## src/hdl/av_out_settings.svh

```systemverilog
////////////////////////////////////////
// av output stage geometry
// frame size, sync point and i2s divider
////////////////////////////////////////

`ifndef AV_OUT_SETTINGS_SVH
`define AV_OUT_SETTINGS_SVH

////////////////////////////////////////
// raster geometry, in clocks and lines
////////////////////////////////////////

// cycles per line, visible part and its start
`define AV_H_TOTAL      320
`define AV_H_ACTIVE     256
`define AV_H_BPORCH     10

// lines per frame, visible part and its start
`define AV_V_TOTAL      960
`define AV_V_ACTIVE     240
`define AV_V_BPORCH     10

// hs lands a few cycles after vs
`define AV_HS_OFFSET    3

////////////////////////////////////////
// i2s framing
////////////////////////////////////////

// mclk cycles per sclk period
`define AV_I2S_MCLK_DIV     4
// sclk cycles per channel slot
`define AV_I2S_SLOT_BITS    32

`endif

```

## src/hdl/video_timing_pkg.sv

```systemverilog
////////////////////////////////////////
// video timing types
// raster position, pixel colour, video bundle
////////////////////////////////////////

`include "av_out_settings.svh"

package video_timing_pkg;

    // counter width, wide enough for the line count
    localparam int pos_w = $clog2(`AV_V_TOTAL);

    // position inside the full frame, border included
    typedef struct packed {
        logic [pos_w-1:0] x;
        logic [pos_w-1:0] y;
    } raster_pos_t;

    // 12-bit colour from the core, 4 bits per channel
    typedef struct packed {
        logic [3:0] r;
        logic [3:0] g;
        logic [3:0] b;
    } pixel_rgb12_t;

    ////////////////////////////////////////
    // scaler side
    ////////////////////////////////////////

    // rgb is 8/8/8, de marks the visible window
    typedef struct packed {
        logic [23:0] rgb;
        logic        de;
        logic        vs;
        logic        hs;
    } video_out_t;

endpackage

```

## src/hdl/i2s_pkg.sv

```systemverilog
////////////////////////////////////////
// i2s types
// output lines and divider counts
////////////////////////////////////////

`include "av_out_settings.svh"

package i2s_pkg;

    // the three i2s lines to the dac
    typedef struct packed {
        logic sclk;
        logic lrck;
        logic dac;
    } i2s_out_t;

    // mclk to sclk divider, msb is sclk
    typedef logic [$clog2(`AV_I2S_MCLK_DIV)-1:0] mclk_div_t;

    // bit position inside one channel slot
    typedef logic [$clog2(`AV_I2S_SLOT_BITS)-1:0] slot_cnt_t;

endpackage

```

## src/hdl/raster_timer.sv

```systemverilog
////////////////////////////////////////
// raster timer
// sweeps x and y over the whole frame
////////////////////////////////////////

`timescale 1ns/1ps

`include "av_out_settings.svh"

module raster_timer (
    input  logic                        audgen_mclk,
    input  logic                        reset_n,
    output video_timing_pkg::raster_pos_t pos
);

    import video_timing_pkg::*;

    ////////////////////////////////////////
    // counters
    ////////////////////////////////////////

    logic [pos_w-1:0] x_q;
    logic [pos_w-1:0] y_q;
    logic             line_end;
    logic             frame_end;

    // last cycle of a line
    assign line_end = (x_q == pos_w'(`AV_H_TOTAL - 1));

    // last line of the frame
    assign frame_end = (y_q == pos_w'(`AV_V_TOTAL - 1));

    // x runs every cycle
    always_ff @(posedge audgen_mclk or negedge reset_n) begin
        if (!reset_n) begin
            x_q <= '0;
        end else if (line_end) begin
            x_q <= '0;
        end else begin
            x_q <= x_q + 1'b1;
        end
    end

    // y steps once per line wrap
    always_ff @(posedge audgen_mclk or negedge reset_n) begin
        if (!reset_n) begin
            y_q <= '0;
        end else if (line_end) begin
            if (frame_end) begin
                y_q <= '0;
            end else begin
                y_q <= y_q + 1'b1;
            end
        end
    end

    ////////////////////////////////////////
    // output
    ////////////////////////////////////////

    // border included, the video stage cuts the window
    always_comb begin
        pos.x = x_q;
        pos.y = y_q;
    end

endmodule

```

## src/hdl/video_out_stage.sv

```systemverilog
////////////////////////////////////////
// video output stage
// decodes raster position into de/hs/vs
// and registers the pixel into 24-bit rgb
////////////////////////////////////////

`timescale 1ns/1ps

`include "av_out_settings.svh"

module video_out_stage (
    input  logic                          audgen_mclk,
    input  logic                          reset_n,
    input  video_timing_pkg::raster_pos_t  pos,
    input  video_timing_pkg::pixel_rgb12_t pixel,
    output video_timing_pkg::video_out_t   video
);

    import video_timing_pkg::*;

    ////////////////////////////////////////
    // position decode
    ////////////////////////////////////////

    logic         h_active;
    logic         v_active;
    logic         in_window;
    logic         frame_start;
    logic         line_sync;
    pixel_rgb12_t pixel_q;
    logic [23:0]  rgb_wide;

    // visible columns of the line
    assign h_active = (pos.x >= pos_w'(`AV_H_BPORCH)) &&
                      (pos.x <  pos_w'(`AV_H_BPORCH + `AV_H_ACTIVE));

    // visible lines of the frame
    assign v_active = (pos.y >= pos_w'(`AV_V_BPORCH)) &&
                      (pos.y <  pos_w'(`AV_V_BPORCH + `AV_V_ACTIVE));

    assign in_window = h_active && v_active;

    // new frame at the top left corner
    assign frame_start = (pos.x == '0) && (pos.y == '0);

    // new line, kept off the vs cycle
    assign line_sync = (pos.x == pos_w'(`AV_HS_OFFSET));

    ////////////////////////////////////////
    // pixel path
    ////////////////////////////////////////

    // capture every cycle, no flow control on the feed
    always_ff @(posedge audgen_mclk) begin
        pixel_q <= pixel;
    end

    // each nibble goes to the top of its byte
    assign rgb_wide = {pixel_q.r, 4'h0, pixel_q.g, 4'h0, pixel_q.b, 4'h0};

    ////////////////////////////////////////
    // output register
    ////////////////////////////////////////

    // all outputs one cycle behind pos
    always_ff @(posedge audgen_mclk or negedge reset_n) begin
        if (!reset_n) begin
            video <= '0;
        end else begin
            video.de <= in_window;
            video.vs <= frame_start;
            video.hs <= line_sync;
            // border is black
            if (in_window) begin
                video.rgb <= rgb_wide;
            end else begin
                video.rgb <= '0;
            end
        end
    end

endmodule

```

## src/hdl/i2s_frame_gen.sv

```systemverilog
////////////////////////////////////////
// i2s framer
// sclk and lrck from mclk, silent data
////////////////////////////////////////

`timescale 1ns/1ps

`include "av_out_settings.svh"

module i2s_frame_gen (
    input  logic               audgen_mclk,
    input  logic               reset_n,
    output i2s_pkg::i2s_out_t  i2s
);

    import i2s_pkg::*;

    mclk_div_t div_q;
    slot_cnt_t slot_q;
    logic      lrck_q;
    logic      sclk_fall;
    logic      slot_end;

    ////////////////////////////////////////
    // bit clock
    ////////////////////////////////////////

    // counter wraps to 0 here, sclk msb drops
    assign sclk_fall = (div_q == mclk_div_t'(`AV_I2S_MCLK_DIV - 1));

    always_ff @(posedge audgen_mclk or negedge reset_n) begin
        if (!reset_n) begin
            div_q <= '0;
        end else begin
            div_q <= div_q + 1'b1;
        end
    end

    ////////////////////////////////////////
    // slot count and channel select
    ////////////////////////////////////////

    // last bit of the current channel
    assign slot_end = (slot_q == slot_cnt_t'(`AV_I2S_SLOT_BITS - 1));

    // one step per sclk period, lrck flips per slot
    always_ff @(posedge audgen_mclk or negedge reset_n) begin
        if (!reset_n) begin
            slot_q <= '0;
            lrck_q <= 1'b0;
        end else if (sclk_fall) begin
            slot_q <= slot_q + 1'b1;
            if (slot_end) begin
                lrck_q <= ~lrck_q;
            end
        end
    end

    // no samples yet, dac line stays low
    always_comb begin
        i2s.sclk = div_q[$bits(mclk_div_t)-1];
        i2s.lrck = lrck_q;
        i2s.dac  = 1'b0;
    end

endmodule

```

## src/hdl/av_out_top.sv

```systemverilog
////////////////////////////////////////
// av output top
// raster timer, video stage, i2s framer
////////////////////////////////////////

`timescale 1ns/1ps

module av_out_top (
    input  logic                          audgen_mclk,
    input  logic                          reset_n,
    input  video_timing_pkg::pixel_rgb12_t pixel,
    output video_timing_pkg::video_out_t   video,
    output i2s_pkg::i2s_out_t             i2s,
    output logic                          audio_mclk
);

    import video_timing_pkg::*;

    // current beam position
    raster_pos_t pos;

    ////////////////////////////////////////
    // video
    ////////////////////////////////////////

    raster_timer u_raster_timer (
        .audgen_mclk (audgen_mclk),
        .reset_n     (reset_n),
        .pos         (pos)
    );

    // pixel feed is free running
    video_out_stage u_video_out_stage (
        .audgen_mclk (audgen_mclk),
        .reset_n     (reset_n),
        .pos         (pos),
        .pixel       (pixel),
        .video       (video)
    );

    ////////////////////////////////////////
    // audio
    ////////////////////////////////////////

    i2s_frame_gen u_i2s_frame_gen (
        .audgen_mclk (audgen_mclk),
        .reset_n     (reset_n),
        .i2s         (i2s)
    );

    // dac gets mclk straight through
    assign audio_mclk = audgen_mclk;

endmodule

```

## config.mk

```make
export PLATFORM = sky130hd
export DESIGN_NAME = av_out_top
export DESIGN_NICKNAME = d
export VERILOG_FILES = /design/src/hdl/video_timing_pkg.sv /design/src/hdl/i2s_pkg.sv /design/src/hdl/raster_timer.sv /design/src/hdl/video_out_stage.sv /design/src/hdl/i2s_frame_gen.sv /design/src/hdl/av_out_top.sv
export VERILOG_INCLUDE_DIRS = /design/src /design/src/hdl
export SDC_FILE = /design/constraint.sdc
export NUM_CORES = 1
export LEC_CHECK = 0
export BUFFER_PORTS_ARGS = -buffer_cell sky130_fd_sc_hd__buf_2
export CAP_MARGIN = 10
export CORE_ASPECT_RATIO = 0.75
export CORE_MARGIN = 4
export CORE_UTILIZATION = 58
export DETAILED_ROUTE_END_ITERATION = 8
export GPL_TIMING_DRIVEN = 0
export PLACE_DENSITY = 0.9
export SYNTH_ARGS = -nofsm -noshare
export SYNTH_HDL_FRONTEND = slang
export SYNTH_SLANG_ARGS = --single-unit
```

## constraint.sdc

```tcl
create_clock -name audgen_mclk -period 5.6 [get_ports audgen_mclk]
set_clock_uncertainty 0.2 [all_clocks]
set_input_delay 0.28 -clock audgen_mclk [delete_from_list [all_inputs] [get_ports audgen_mclk]]
set_output_delay 0.28 -clock audgen_mclk [all_outputs]
set_load 0.05 [all_outputs]
```

==> results_dict.tcl <==
set metrics [dict create \
    worst_hold_slack_ns 0.2309 \
    clkTransAtPathRegs_ns 0.09 \
    cap_violations 0 \
    grt_max_degree 44 \
    postSynth.asyncResetShare_pct 78.18 \
    synth_fa_ha_area_share_pct 4.343 \
    synth_top_area_share_pct 46.69 \
    syn2layout_area_growth_pct 23.29 \
    holdCritPathClass "reg2reg" \
    final_antenna_net_count 0 \
    yosysWarnings 0 \
    outcome "complete, no violations" \
    final_cell_area_um2 2841 \
    die_w_um 80.79 \
    die_area_um2 5057 \
    io_buffers 31 \
    row_count 19 \
    place_congestion 0.8524 \
    syn_area_per_cell_um2 11.30 \
    nets 292 \
    cp-start-kind "clock port" \
    dp_cells 299 \
    final_common_cell "dfrtp_1" \
    routedWlPerCell_um 16.02 \
    synth-seq-cells 55 \
    globalRouteOverflowTotal 0 \
    dpl_cell_area_um2 2570 \
    synthSimpleGateAreaFrac_pct 16.07 \
    reg2reg_setup_slack_ns 3.40 \
    stdcell_count 323 \
    core_um2 3732 \
    ys_seq_area_share_pct 57.11 \
    synth_xor_area_share_pct 4.180 \
    setup_viol 0 \
    synth_area_um2 2305 \
    power_density_nw_per_um2 276.7 \
    static-leakage-power_nw 1.415 \
    grt_pass1_vias 1753 \
    final_cell_mix "dfrtp_1, buf_2, buf_4, conb_1, dlygate4sd3_1" \
    totalWireLength_um 5175 \
    antenna_found_initial 0 \
    synth_cell_types 39 \
    ys.flop_type "dfrtp_1" \
    vias_per_cell 5.393 \
    worstPathArrival_ns 3.34 \
    synth-compound-area-share_pct 7.926 \
    start_util_pct 61.75 \
    remaining_drc_errors 0 \
    synth_area_leader_cell "dfrtp_1" \
    cp.required_ns 5.12 \
    synthCells 204 \
    drive_above_1_share_pct 25.83 \
    synth_top_family_by_area "simple AND/OR/NAND/NOR gates" \
    synth_area_leaders "dfrtp_1, dfxtp_1, buf_4" \
    cts_tree "yes" \
    cp-end-kind "primary output" \
    n_antenna_cell 0 \
    tns_ns 0 \
    rsz0062_at_grt "no" \
    synthMuxAreaShare_pct 1.412 \
    hold_viol_final 0 \
    worstSkewPairLatency_ns 0.42 \
    grt_usage_pct 23.51 \
    chipHeight_um 62.59 \
    path_class "clk2out" \
    post_cts_buffers 0 \
    post-place-ws_ns 2.020 \
    route.vias.total 1742 \
    cp_max_fo 2 \
    drtPass1Iterations 4 \
    io_pins 45 \
    first_iter_violations 166 \
    synth-edff-count 0 \
    holdBufCountCts 13 \
    setup_slack_ns 1.776 \
    dpl.hpwl_um 2778 \
    final-max-slew-violation-count 0 \
    slew_headroom_pct 39.65 \
    tightest_slew_ns 0.9052 \
    ir_drop_uv 272.4 \
    grt_pass1_wl_um 8818 \
    ctsResizeCount 0 \
]
-- Yosys cell counts (2+ instances only) --
cell and n:
a21oi_1 6, a31oi_1 3, and2_1 12, and3_1 2, and4_1 5, buf_2 3
buf_4 19, clkbuf_1 4, dfrtp_1 43, dfxtp_1 12, ha_1 8, inv_1 8
mux2_2 2, nand2_1 7, nand3_1 12, nand4_1 8, nor2_1 7, nor3_1 5
nor4_1 2, o21ai_0 8, xnor2_1 7, xor2_1 4
-- critical path, cell delays in order --
cell      delay [ns]
clkbuf_8        0.11
clkbuf_8        0.12
buf_4           0.12
buf_2           0.20
-- path summary, 6_finish.rpt --
check,from,to,depth (start not counted)
max,audgen_mclk,audio_mclk,4
min reg2reg,u_i2s_frame_gen.div_q[0]$_DFF_PN0_,u_i2s_frame_gen.div_q[0]$_DFF_PN0_,1
max in group asynchronous,reset_n,u_raster_timer.x_q[6]$_DFF_PN0_,2
min,u_i2s_frame_gen.div_q[0]$_DFF_PN0_,u_i2s_frame_gen.div_q[0]$_DFF_PN0_,1
min in group asynchronous,reset_n,u_video_out_stage.video[2]$_DFF_PN0_,2
max reg2reg,u_raster_timer.x_q[6]$_DFF_PN0_,u_video_out_stage.video[24]$_DFF_PN0_,5
-- layer usage --
metal	part of all wire [%]	GRT usage, %	up-vias
met4	3.7	13.08	0
met1	43	30.83	826
met2	45	33.68	83
met5	0	0	-
li1	-	-	812
met3	8.4	8.357	21
-- area by class of cell --
type                    count  area, um2
fillers                   225      890.9
flip-flops and latches     55       1316
inverters                   8      30.03
multi-input cells         127      830.8
clock inverters             2      17.52
repair buffers             43      280.3
clock buffers              10      128.9
plain buffers              26      172.7
well taps                  52      65.06
-- power breakdown --
group / switching [W] / internal, W / leakage (nW)
sequential: 0.00000171 / 0.000400 / 0.673
combinational: 0.0000292 / 0.0000153 / 0.659
clock: 0.000177 / 0.000163 / 0.0825
-- state kept, by name, summed over array words and instances, names as in the netlist --
| name | count |
|---|---|
| u_video_out_stage.video | 15 |
| u_video_out_stage.pixel_q | 12 |
| u_raster_timer.x_q | 10 |
| u_raster_timer.y_q | 10 |
| u_i2s_frame_gen.slot_q | 5 |
| u_i2s_frame_gen.div_q | 2 |
| u_i2s_frame_gen.lrck_q | 1 |
-- per-stage QoR --
step / utilization, % / power [W]
3_5_place_dp: 68.86 / 0.0004890
4_1_cts: 76.13 / 0.0007840
2_1_floorplan: - / 0.0004734
5_1_grt: 76.13 / 0.0008150
3_3_place_gp: 68.86 / 0.0004882
6_report: 76.13 / 0.0007863
-- cells by family (layout without fill, tap and decap cells) --
| family | count (synthesis) | after routing |
|---|---|---|
| AND/OR/NAND/NOR | 65 | 65 |
| AO/OA/AOI/OAI | 27 | 27 |
| flip-flops | 55 | 55 |
| multiplexers | 3 | 3 |
| XOR/XNOR | 11 | 11 |
| adder cells (fa/ha/maj) | 8 | 8 |
| buffers and inverters | 34 | 89 |
| other | 1 | 13 |
No activity file was read; power rests on OpenSTA's default activity.
